<file path="config.mk">
export PLATFORM = sky130hd
export DESIGN_NAME = mem_ctrl
export DESIGN_NICKNAME = d
export VERILOG_FILES = /design/src/hw/mem_pkg.sv /design/src/hw/mem_ctrl.sv /design/src/hw/mem_cycle_decode.sv /design/src/hw/mem_sequencer.sv /design/src/hw/mem_strobe_gen.sv
export SDC_FILE = /design/constraint.sdc
export NUM_CORES = 1
export LEC_CHECK = 0
export ABC_CLOCK_PERIOD_IN_PS = 2000
export BUFFER_PORTS_ARGS = -buffer_cell sky130_fd_sc_hd__buf_2
export CAP_MARGIN = 20
export CORE_MARGIN = 5
export CORE_UTILIZATION = 55
export CTS_BUF_LIST = sky130_fd_sc_hd__clkbuf_2
export DETAILED_ROUTE_END_ITERATION = 10
export GPL_TIMING_DRIVEN = 0
export HOLD_SLACK_MARGIN = 0.05
export PLACE_DENSITY = 0.8
export SETUP_SLACK_MARGIN = 0.5
export SYNTH_ARGS = -nofsm -noshare
export SYNTH_HDL_FRONTEND = slang
export SYNTH_SLANG_ARGS = --single-unit
</file>
<file path="constraint.sdc">
create_clock -name sys_clk -period 2 [get_ports sys_clk]
set_input_delay 0.1 -clock sys_clk [delete_from_list [all_inputs] [get_ports sys_clk]]
set_output_delay 0.1 -clock sys_clk [all_outputs]
set_load 0.02 [all_outputs]
</file>
<file path="src/hw/mem_pkg.sv">
// ================================================
// Single DRAM bank, 64-bit data path, 8 byte lanes
// Wait tables assume a 4-bit counter, max 15 waits
// ================================================
`default_nettype none

package mem_pkg;

	// Data path geometry
	localparam int DATA_BYTES = 8;
	// Low address bits that pick a byte lane
	localparam int ADDR_LO_W = 3;

	// Each speed setting is a 2-bit code
	localparam int SPD_W = 2;
	// Wait-state counter width
	localparam int WAIT_W = 4;

	// Transfer width, lanes covered = 1 << code
	typedef enum logic [1:0] {
		WIDTH_8  = 2'd0,
		WIDTH_16 = 2'd1,
		WIDTH_32 = 2'd2,
		WIDTH_64 = 2'd3
	} mem_width_e;

	// Request class, fixed at acceptance
	typedef enum logic [2:0] {
		CYC_NONE      = 3'd0,
		CYC_REFRESH   = 3'd1,
		CYC_PAGE_HIT  = 3'd2,
		CYC_PAGE_MISS = 3'd3,
		CYC_ROM       = 3'd4,
		CYC_IO        = 3'd5
	} cycle_kind_e;

	// Sequencer states
	typedef enum logic [2:0] {
		// Waiting for a request, ack high
		ST_IDLE      = 3'd0,
		// RAS precharge, shared by page miss and refresh
		ST_PRECHARGE = 3'd1,
		// Row strobe before CAS on a page miss
		ST_RAS       = 3'd2,
		// Column access, two cycles
		ST_CAS       = 3'd3,
		// RAS-only refresh pulse
		ST_REF_RAS   = 3'd4,
		// ROM or external I/O access
		ST_DEV       = 3'd5
	} seq_state_e;

	// ROM wait states indexed by romspd, entry 0 slowest
	localparam logic [3:0][WAIT_W-1:0] ROM_WAITS = {
		4'd2, 4'd3, 4'd5, 4'd7
	};

	// I/O (DSP) wait states indexed by iospd, entry 0 slowest
	localparam logic [3:0][WAIT_W-1:0] IO_WAITS = {
		4'd1, 4'd3, 4'd7, 4'd15
	};

endpackage

`default_nettype wire

</file>
<file path="src/hw/mem_ctrl.sv">
// ================================================
// Top of the memory cycle controller, single bank
// ================================================
`default_nettype none

module mem_ctrl import mem_pkg::*; (
	input  wire logic                   sys_clk,
	input  wire logic                   resetl,
	input  wire logic                   mreq,
	input  wire logic                   rw,
	input  wire logic [ADDR_LO_W-1:0]   addr,
	input  wire mem_width_e             mw,
	input  wire logic                   sel_dram,
	input  wire logic                   sel_rom,
	input  wire logic                   match,
	input  wire logic                   refreq,
	input  wire logic [SPD_W-1:0]       dspd,
	input  wire logic [SPD_W-1:0]       romspd,
	input  wire logic [SPD_W-1:0]       iospd,
	input  wire logic                   bigend,
	input  wire logic                   waitl,
	output logic                        ack,
	output logic                        refack,
	output logic                        rasl,
	output logic                        casl,
	output logic                        romcsl,
	output logic                        iocsl,
	output logic                        newrow,
	output logic                        oel,
	output logic [DATA_BYTES-1:0]       wel
);

	// Sequencer to decoder
	logic                  accept;
	// Decoder to sequencer and strobes
	cycle_kind_e           cycle_kind;
	logic                  read;
	logic [DATA_BYTES-1:0] byte_mask;
	// Sequencer to strobes
	seq_state_e            state;
	logic                  dev_phase;

	mem_cycle_decode u_decode (
		.sys_clk    (sys_clk),
		.resetl     (resetl),
		.accept     (accept),
		.mreq       (mreq),
		.rw         (rw),
		.addr       (addr),
		.mw         (mw),
		.sel_dram   (sel_dram),
		.sel_rom    (sel_rom),
		.match      (match),
		.refreq     (refreq),
		.bigend     (bigend),
		.cycle_kind (cycle_kind),
		.read       (read),
		.byte_mask  (byte_mask)
	);

	mem_sequencer u_seq (
		.sys_clk    (sys_clk),
		.resetl     (resetl),
		.mreq       (mreq),
		.refreq     (refreq),
		.cycle_kind (cycle_kind),
		.dspd       (dspd),
		.romspd     (romspd),
		.iospd      (iospd),
		.waitl      (waitl),
		.accept     (accept),
		.ack        (ack),
		.state      (state),
		.dev_phase  (dev_phase)
	);

	mem_strobe_gen u_strobe (
		.sys_clk    (sys_clk),
		.resetl     (resetl),
		.state      (state),
		.dev_phase  (dev_phase),
		.cycle_kind (cycle_kind),
		.read       (read),
		.byte_mask  (byte_mask),
		.rasl       (rasl),
		.casl       (casl),
		.romcsl     (romcsl),
		.iocsl      (iocsl),
		.newrow     (newrow),
		.refack     (refack),
		.oel        (oel),
		.wel        (wel)
	);

endmodule

`default_nettype wire

</file>
<file path="src/hw/mem_cycle_decode.sv">
// ================================================
// Kind is combinational; direction and lanes are
// captured only on the sequencer's accept pulse
// ================================================
`default_nettype none

module mem_cycle_decode import mem_pkg::*; (
	input  wire logic                   sys_clk,
	input  wire logic                   resetl,
	input  wire logic                   accept,
	input  wire logic                   mreq,
	input  wire logic                   rw,
	input  wire logic [ADDR_LO_W-1:0]   addr,
	input  wire mem_width_e             mw,
	input  wire logic                   sel_dram,
	input  wire logic                   sel_rom,
	input  wire logic                   match,
	input  wire logic                   refreq,
	input  wire logic                   bigend,
	output cycle_kind_e                 cycle_kind,
	output logic                        read,
	output logic [DATA_BYTES-1:0]       byte_mask
);

	// Run of lanes for the width, before placement
	logic [DATA_BYTES-1:0] lane_run;
	// Keeps only the address bits above the width
	logic [ADDR_LO_W-1:0]  align;
	logic [DATA_BYTES-1:0] le_mask;
	logic [DATA_BYTES-1:0] be_mask;
	logic [DATA_BYTES-1:0] mask_next;

	// Request class, refresh first, then DRAM, then ROM
	always_comb begin
		if (refreq)
			cycle_kind = CYC_REFRESH;
		else if (!mreq)
			cycle_kind = CYC_NONE;
		else if (sel_dram)
			cycle_kind = match ? CYC_PAGE_HIT : CYC_PAGE_MISS;
		else if (sel_rom)
			cycle_kind = CYC_ROM;
		else
			// Nothing selected means the external I/O space
			cycle_kind = CYC_IO;
	end

	// Byte lanes from width and low address
	always_comb begin
		case (mw)
			WIDTH_8: begin
				lane_run = DATA_BYTES'(8'h01);
				align    = ADDR_LO_W'(3'b111);
			end
			WIDTH_16: begin
				lane_run = DATA_BYTES'(8'h03);
				align    = ADDR_LO_W'(3'b110);
			end
			WIDTH_32: begin
				lane_run = DATA_BYTES'(8'h0f);
				align    = ADDR_LO_W'(3'b100);
			end
			default: begin
				lane_run = '1;
				align    = '0;
			end
		endcase
		// Aligned group that holds addr
		le_mask = lane_run << (addr & align);
		// Big-endian swaps lane i with lane 7-i
		for (int i = 0; i < DATA_BYTES; i++)
			be_mask[i] = le_mask[DATA_BYTES-1-i];
		mask_next = bigend ? be_mask : le_mask;
	end

	// Capture on accept, held for the whole cycle
	always_ff @(posedge sys_clk) begin
		if (!resetl) begin
			read      <= 1'b0;
			byte_mask <= '0;
		end else if (accept) begin
			// Refresh moves no data, so no lanes and no read
			read      <= rw & (cycle_kind != CYC_REFRESH);
			byte_mask <= (cycle_kind == CYC_REFRESH) ? '0 : mask_next;
		end
	end

	// A live request must always map to a real class
	a_kind_valid: assert property (@(posedge sys_clk) disable iff (!resetl)
		(mreq || refreq) |-> (cycle_kind != CYC_NONE));

endmodule

`default_nettype wire

</file>
<file path="src/hw/mem_sequencer.sv">
// ================================================
// One cycle per request, no pipelining; waitl is
// registered once before it can end a device cycle
// ================================================
`default_nettype none

module mem_sequencer import mem_pkg::*; (
	input  wire logic               sys_clk,
	input  wire logic               resetl,
	input  wire logic               mreq,
	input  wire logic               refreq,
	input  wire cycle_kind_e        cycle_kind,
	input  wire logic [SPD_W-1:0]   dspd,
	input  wire logic [SPD_W-1:0]   romspd,
	input  wire logic [SPD_W-1:0]   iospd,
	input  wire logic               waitl,
	output logic                    accept,
	output logic                    ack,
	output seq_state_e              state,
	output logic                    dev_phase
);

	// Remaining cycles of the current DRAM phase, minus one
	logic [SPD_W-1:0]  phase_cnt;
	logic [WAIT_W-1:0] wait_cnt;
	// Set for a refresh, steers the end of precharge
	logic              is_ref;
	logic              waitl_q;
	logic              dev_start;
	logic              phase_done;
	logic              wait_done;

	// Ack is simply the idle state
	assign ack    = (state == ST_IDLE);
	assign accept = ack & (mreq | refreq);

	// Device cycle starts on a ROM or I/O acceptance
	assign dev_start  = accept & ((cycle_kind == CYC_ROM) | (cycle_kind == CYC_IO));
	assign phase_done = (phase_cnt == '0);
	// Device ends once the waits are spent and the pin is released
	assign wait_done  = (wait_cnt == '0) & waitl_q;

	always_ff @(posedge sys_clk) begin
		if (!resetl) begin
			state     <= ST_IDLE;
			phase_cnt <= '0;
			is_ref    <= 1'b0;
			dev_phase <= 1'b0;
			waitl_q   <= 1'b1;
		end else begin
			// High only in the first ST_DEV cycle
			dev_phase <= dev_start;
			waitl_q   <= waitl;
			case (state)
				ST_IDLE: begin
					if (accept) begin
						is_ref <= (cycle_kind == CYC_REFRESH);
						case (cycle_kind)
							CYC_REFRESH, CYC_PAGE_MISS: begin
								// Precharge stretches to dspd+1 cycles
								state     <= ST_PRECHARGE;
								phase_cnt <= dspd;
							end
							CYC_PAGE_HIT: begin
								// Row still open, straight to two CAS cycles
								state     <= ST_CAS;
								phase_cnt <= SPD_W'(1);
							end
							CYC_ROM, CYC_IO:
								state <= ST_DEV;
							default:
								state <= ST_IDLE;
						endcase
					end
				end
				ST_PRECHARGE: begin
					if (!phase_done) begin
						phase_cnt <= phase_cnt - SPD_W'(1);
					end else if (is_ref) begin
						// Refresh RAS also lasts dspd+1 cycles
						state     <= ST_REF_RAS;
						phase_cnt <= dspd;
					end else begin
						state <= ST_RAS;
					end
				end
				ST_RAS: begin
					// Single row strobe cycle then column access
					state     <= ST_CAS;
					phase_cnt <= SPD_W'(1);
				end
				ST_CAS, ST_REF_RAS: begin
					if (phase_done)
						state <= ST_IDLE;
					else
						phase_cnt <= phase_cnt - SPD_W'(1);
				end
				ST_DEV: begin
					if (wait_done)
						state <= ST_IDLE;
				end
				default:
					state <= ST_IDLE;
			endcase
		end
	end

	// Wait counter, loaded from the speed table at acceptance
	always_ff @(posedge sys_clk) begin
		if (!resetl) begin
			wait_cnt <= '0;
		end else if (dev_start) begin
			if (cycle_kind == CYC_ROM)
				wait_cnt <= ROM_WAITS[romspd];
			else
				wait_cnt <= IO_WAITS[iospd];
		end else if (state == ST_DEV && !dev_phase && wait_cnt != '0) begin
			// First device cycle holds, giving W+2 cycles overall
			wait_cnt <= wait_cnt - WAIT_W'(1);
		end
	end

	// Accept is taken from idle and always leaves it
	a_accept_idle: assert property (@(posedge sys_clk) disable iff (!resetl)
		accept |-> (state == ST_IDLE) ##1 (state != ST_IDLE));

	// The counter only climbs right after a device acceptance
	a_wait_load: assert property (@(posedge sys_clk) disable iff (!resetl)
		(wait_cnt > $past(wait_cnt)) |-> $past(dev_start));

endmodule

`default_nettype wire

</file>
<file path="src/hw/mem_strobe_gen.sv">
// ================================================
// Strobes decode straight from sequencer state
// ================================================
`default_nettype none

module mem_strobe_gen import mem_pkg::*; (
	input  wire logic                   sys_clk,
	input  wire logic                   resetl,
	input  wire seq_state_e             state,
	input  wire logic                   dev_phase,
	input  wire cycle_kind_e            cycle_kind,
	input  wire logic                   read,
	input  wire logic [DATA_BYTES-1:0]  byte_mask,
	output logic                        rasl,
	output logic                        casl,
	output logic                        romcsl,
	output logic                        iocsl,
	output logic                        newrow,
	output logic                        refack,
	output logic                        oel,
	output logic [DATA_BYTES-1:0]       wel
);

	// Class of the cycle in flight, frozen when idle ends
	cycle_kind_e kind_q;
	// Data phase where output or write enables may assert
	logic        xfer_active;
	logic        ref_cycle;

	// Tracks the live class while idle, so it holds the accepted one
	always_ff @(posedge sys_clk) begin
		if (!resetl)
			kind_q <= CYC_NONE;
		else if (state == ST_IDLE)
			kind_q <= cycle_kind;
	end

	assign ref_cycle = (kind_q == CYC_REFRESH);

	// RAS held across row strobe, column access and refresh
	assign rasl = !((state == ST_RAS) || (state == ST_CAS) || (state == ST_REF_RAS));
	assign casl = !(state == ST_CAS);

	// Only one device select, picked by the held class
	assign romcsl = !((state == ST_DEV) && (kind_q == CYC_ROM));
	assign iocsl  = !((state == ST_DEV) && (kind_q == CYC_IO));

	// Row address change flagged through precharge
	assign newrow = (state == ST_PRECHARGE);
	assign refack = ref_cycle && ((state == ST_PRECHARGE) || (state == ST_REF_RAS));

	// Device data waits one cycle for the select to settle
	assign xfer_active = (state == ST_CAS) || ((state == ST_DEV) && !dev_phase);

	// Reads drive oel, writes drop the selected lanes
	assign oel = !(xfer_active && read);
	assign wel = ~({DATA_BYTES{xfer_active && !read}} & byte_mask);

	// Bus direction never overlaps on the data lanes
	a_oe_we_excl: assert property (@(posedge sys_clk) disable iff (!resetl)
		!(!oel && (wel != '1)));

	// ROM and I/O selects are mutually exclusive
	a_cs_excl: assert property (@(posedge sys_clk) disable iff (!resetl)
		!(!romcsl && !iocsl));

endmodule

`default_nettype wire

</file>
==> results list <==
- Of the available clock period, the critical path in the final layout requires 93.4%.
- Async set-reset flop share out of synthesis: 0%
- In the final routed layout, each cell accounts on average for 21.2 um.
- Number of global-route vias before repair: 1,646
* # port buffers: 35
- Num ports: 37
- The filler cells instantiated in the layout total between 100 and 150.
- Number of maximum-capacitance violations: 0
- Summing all placed instances gives a cell area of about 0.0018 sq mm.
* Sequential share of the synthesized area: 30.5%
- Pins over their slew limit: 0
- For the worst-skew pair, the clock arrives at the later sink with an insertion delay of approximately 0.39 ns.
- For met2 alone, demand over resource in global routing was around two fifths.
- Startpoint of the tightest hold check path: romspd[1]
- Longest Clk Path Bufs: 2
* Worst path required time: 1.90 ns
- Final setup slack of the worst path: 0.133 ns
- CTS buffer count: 3
* Synth Warn #: 0
- Hold crit path type: primary input to flop
- The number of endpoints with negative hold slack in the final report came to 0.
- Number of core rows: 19
- Derived from the worst setup path, the maximum achievable clock frequency is 536 MHz.
- Leakage Power: roughly 0.94 nW
* Unrepaired setup endpoints after global routing: true
- Dividing total power by cell area gives a power density of 789 mW/mm^2.
- At the pin with the least slew margin, the transition time is between 0.6 and 0.7 ns.
- The critical path in this run is classified as flop to primary output.
* Via/cell ratio: 6.89
- Synth area leader: sky130_fd_sc_hd__dfxtp_1
- Most used flip-flop cell after synthesis: sky130_fd_sc_hd__dfxtp_1
- The congestion estimate from routability-driven global placement came to 0.938.
- The die is 63.5 um wide.
- DRC: 0
* Gate Count Post-Synth: around 190
- Antenna violations before repair: 0
* Setup-violating endpoint count in the final report: 0
- The worst setup path is launched from a flop.
* Relative slew slack: 59.1%
* Largest net degree at the start of global routing: 14
* Type of element capturing the critical path: primary output
- Final critical path time including I/O delays and setup: 1.87 ns
* Depth of the worst register-to-register path: 6
- TritonCTS built the clock tree.
- Relative to the synthesized area, the layout overhead comes to 52.4%.
- The first global-routing pass estimated about 7.5 mm of wire.
- The finished cells cover about 0.0024 sq mm.
- Of all nets on the critical path, the largest fanout is 10.
- In this run the critical register-to-register path is captured at u_seq.state[0].
- H-tree depth: 1
- The detailed router finished its first iteration with ~220 violations.
- 0 antenna diodes ended up in the layout.
- The most critical setup path has its startpoint at u_seq.state[0].
* Remaining Overflow, GRT: 0
- Clock slew seen by the registers of the worst setup and hold paths: 0.27 ns
- In the global route stage, met1 resource usage came out at 27.9%.
* Most utilized layer in the global route result: met2
* Non-filler cells in the finished layout: 283
- After synthesis, the netlist uses 55 different library cells.
* Mean cell area of the mapped netlist: between 8 and 9 sq um
- Global routing consumed, on the met3 layer, 3.55% of the routing resources.
* Number of nets in the final layout: 276
* Drt first pass iters: 5
* Combined area of all synthesized cells: 0.00157 sq mm
- Setup slack on the worst reg-to-reg path comes out at 0.22 ns.
- Number of enable-type register cells in the synthesized netlist: 0
* Final worst clock skew: slightly below 0.04 ns
- Utilization after layout: between 80% and 90%
- Dpl hpwl: 3.10 mm
- Setup TNS: 0 ns
- Post-placement worst setup slack: 0.166 ns
- Die Outline Area: 0.00403 sq mm
* Area occupied by multi-input gates: 0.00122 sq mm
- Fraction of synthesized cell area taken by the top area cell type: ~31%
* Number of flip-flops and latches in the synthesized netlist: 24
- For the worst setup path, the data arrival time is 1.77 ns.
- Clock tree synthesis found a total of 24 sinks.
- Die extent in y: 63.5 um
- Cells taking the most area after synthesis: sky130_fd_sc_hd__dfxtp_1 (31%), sky130_fd_sc_hd__a21oi_1 (4.5%), sky130_fd_sc_hd__a22o_1 (4.5%)
- The flow ran to the end, and the final reports show no timing, DRC or antenna violations.
- The routed layout has 1,950 vias.
* Detailed Route WL: 6.00 mm
- In the final layout, flip-flops and latches occupy 489 sq um.
- The tree is rooted in a sky130_fd_sc_hd__clkbuf_2.
- The number of nets handed over by synthesis was roughly 210.
* Core Region: 0.00276 sq mm
- IR analysis of the VDD net gives a maximum drop of roughly 0.00088 V.
- Global routing used approximately 22% of the available tracks.
- Effective utilization at floorplan: 57.1%
- Following the worst setup path forward leads to its endpoint at wel[6].
- Source of the worst register-to-register timing path: u_seq.phase_cnt[0]
- Including well taps, the total number of placed cells is between 200 and 300.
* Share of post-route cells with drive strength above 1: around 44%
* ANT nets after route: 0
-- report_power, final --
| group | total (mW) | internal [mW] | leakage (nW) | switching [mW] |
|---|---|---|---|---|
| Clock | 0.210 | 0.0433 | 0.0140 | 0.167 |
| Sequential | 0.597 | 0.541 | 0.199 | 0.0556 |
| Combinational | 1.08 | 0.544 | 0.731 | 0.541 |
| Total | 1.89 | 1.13 | 0.944 | 0.764 |
-- per-stage QoR --
step,power [mW],hold WS (ns)
after global placement,1.24,0.285
after detailed placement,1.28,0.290
after floorplan,1.10,0.201
final,1.89,0.0480
after CTS,1.66,0.0823
after global routing,1.97,0.0483
-- how the worst min path moves through the flow --
| stage | endpoint | slack [ns] | cells past startpoint |
|---|---|---|---|
| after floorplan | u_seq.waitl_q | 0.20 | 1 |
| after global placement | u_seq.waitl_q | 0.29 | 2 |
| after detailed placement | u_seq.waitl_q | 0.29 | 2 |
| after CTS | u_seq.wait_cnt[2] | 0.08 | 4 |
| after global routing | u_seq.wait_cnt[3] | 0.05 | 4 |
| final | u_seq.wait_cnt[0] | 0.05 | 4 |
-- cell usage after synthesis, drive strengths merged (2+ instances only) --
| library cell | number |
|---|---|
| o21a | 2 |
| nor3 | 7 |
| or2 | 2 |
| nand4 | 2 |
| o221ai | 8 |
| buf | 7 |
| mux2i | 2 |
| or3 | 3 |
| nand2b | 7 |
| clkbuf | 5 |
| o21ai | 12 |
| nor4bb | 2 |
| dfxtp | 24 |
| a22o | 8 |
| a311oi | 2 |
| a21oi | 14 |
| nand2 | 16 |
| ha | 2 |
| a32oi | 3 |
| nor2b | 5 |
| nor3b | 4 |
| a2111oi | 2 |
| nand3 | 3 |
| nor2 | 9 |
| nand3b | 6 |
| inv | 7 |
| and2 | 2 |
| and3 | 2 |
| o21bai | 2 |
| xnor2 | 3 |
-- timing repair --
| action | in CTS | in global routing |
|---|---|---|
| endpoints found under the hold margin | 3 | 1 |
| pin swaps | 12 | 13 |
| resized for setup | 53 | 51 |
| setup endpoints to repair | 33 | 35 |
| gates cloned | 0 | 1 |
| hold buffers | 3 | 1 |
| setup buffers | 12 | 5 |
-- critical path: stages (launching register included) --
cell                       delay, ns
sky130_fd_sc_hd__dfxtp_4        0.46
sky130_fd_sc_hd__buf_6          0.15
sky130_fd_sc_hd__clkbuf_8       0.18
sky130_fd_sc_hd__o21ai_2        0.08
sky130_fd_sc_hd__nor2_2         0.15
sky130_fd_sc_hd__buf_6          0.13
sky130_fd_sc_hd__nand2_1        0.08
sky130_fd_sc_hd__buf_6          0.14
-- state kept, by name, indices dropped and copies added, names as in the netlist --
name / count
u_seq.is_ref: 1
u_seq.waitl_q: 1
u_seq.dev_phase: 1
u_seq.state: 3
u_decode.byte_mask: 8
u_seq.wait_cnt: 4
u_strobe.kind_q: 3
u_seq.phase_cnt: 2
u_decode.read: 1
-- routing by layer --
layer | vias up | wire, um
met1 | 911 | 2160
li1 | 845 | -
met3 | 32 | 583
met2 | 162 | 3020
met5 | - | 0
met4 | 0 | 238
-- layout make-up --
class                           count  share of cell area [%]
Clock inverter                      1                   0.156
Inverter                            8                    1.88
Sequential cell                    24                    20.4
Clock buffer                        3                   0.626
Timing Repair Buffer               56                    18.9
Tap cell                           31                    1.62
Buffer                             12                    5.53
Multi-Input combinational cell    148                    50.9
-- kinds of logic after synthesis --
group | count (synthesis) | share of synthesized area, %
buffers and inverters | 20 | 6.99
DFF | 24 | 30.5
AOI/OAI and AO/OA | 62 | 28.4
and+or+nand+nor | 77 | 29.0
xor gates and xnor gates | 4 | 2.23
adders and majority gates | 2 | 1.59
muxes | 2 | 1.27
-- layout by cell type (no fill, tap or decap), types with 4 or more instances in the layout --
cell / count
sky130_fd_sc_hd__a21oi_1: 10
sky130_fd_sc_hd__a22o_1: 8
sky130_fd_sc_hd__buf_2: 19
sky130_fd_sc_hd__buf_4: 16
sky130_fd_sc_hd__buf_6: 21
sky130_fd_sc_hd__dfxtp_1: 19
sky130_fd_sc_hd__dfxtp_2: 4
sky130_fd_sc_hd__dlygate4sd3_1: 4
sky130_fd_sc_hd__nand2_1: 13
sky130_fd_sc_hd__nand2b_1: 7
sky130_fd_sc_hd__nand3b_1: 5
sky130_fd_sc_hd__nor2_1: 6
sky130_fd_sc_hd__nor2b_1: 4
sky130_fd_sc_hd__nor3_1: 5
sky130_fd_sc_hd__o21ai_0: 7
sky130_fd_sc_hd__o221ai_1: 8
(Power assumes the default switching activity.)
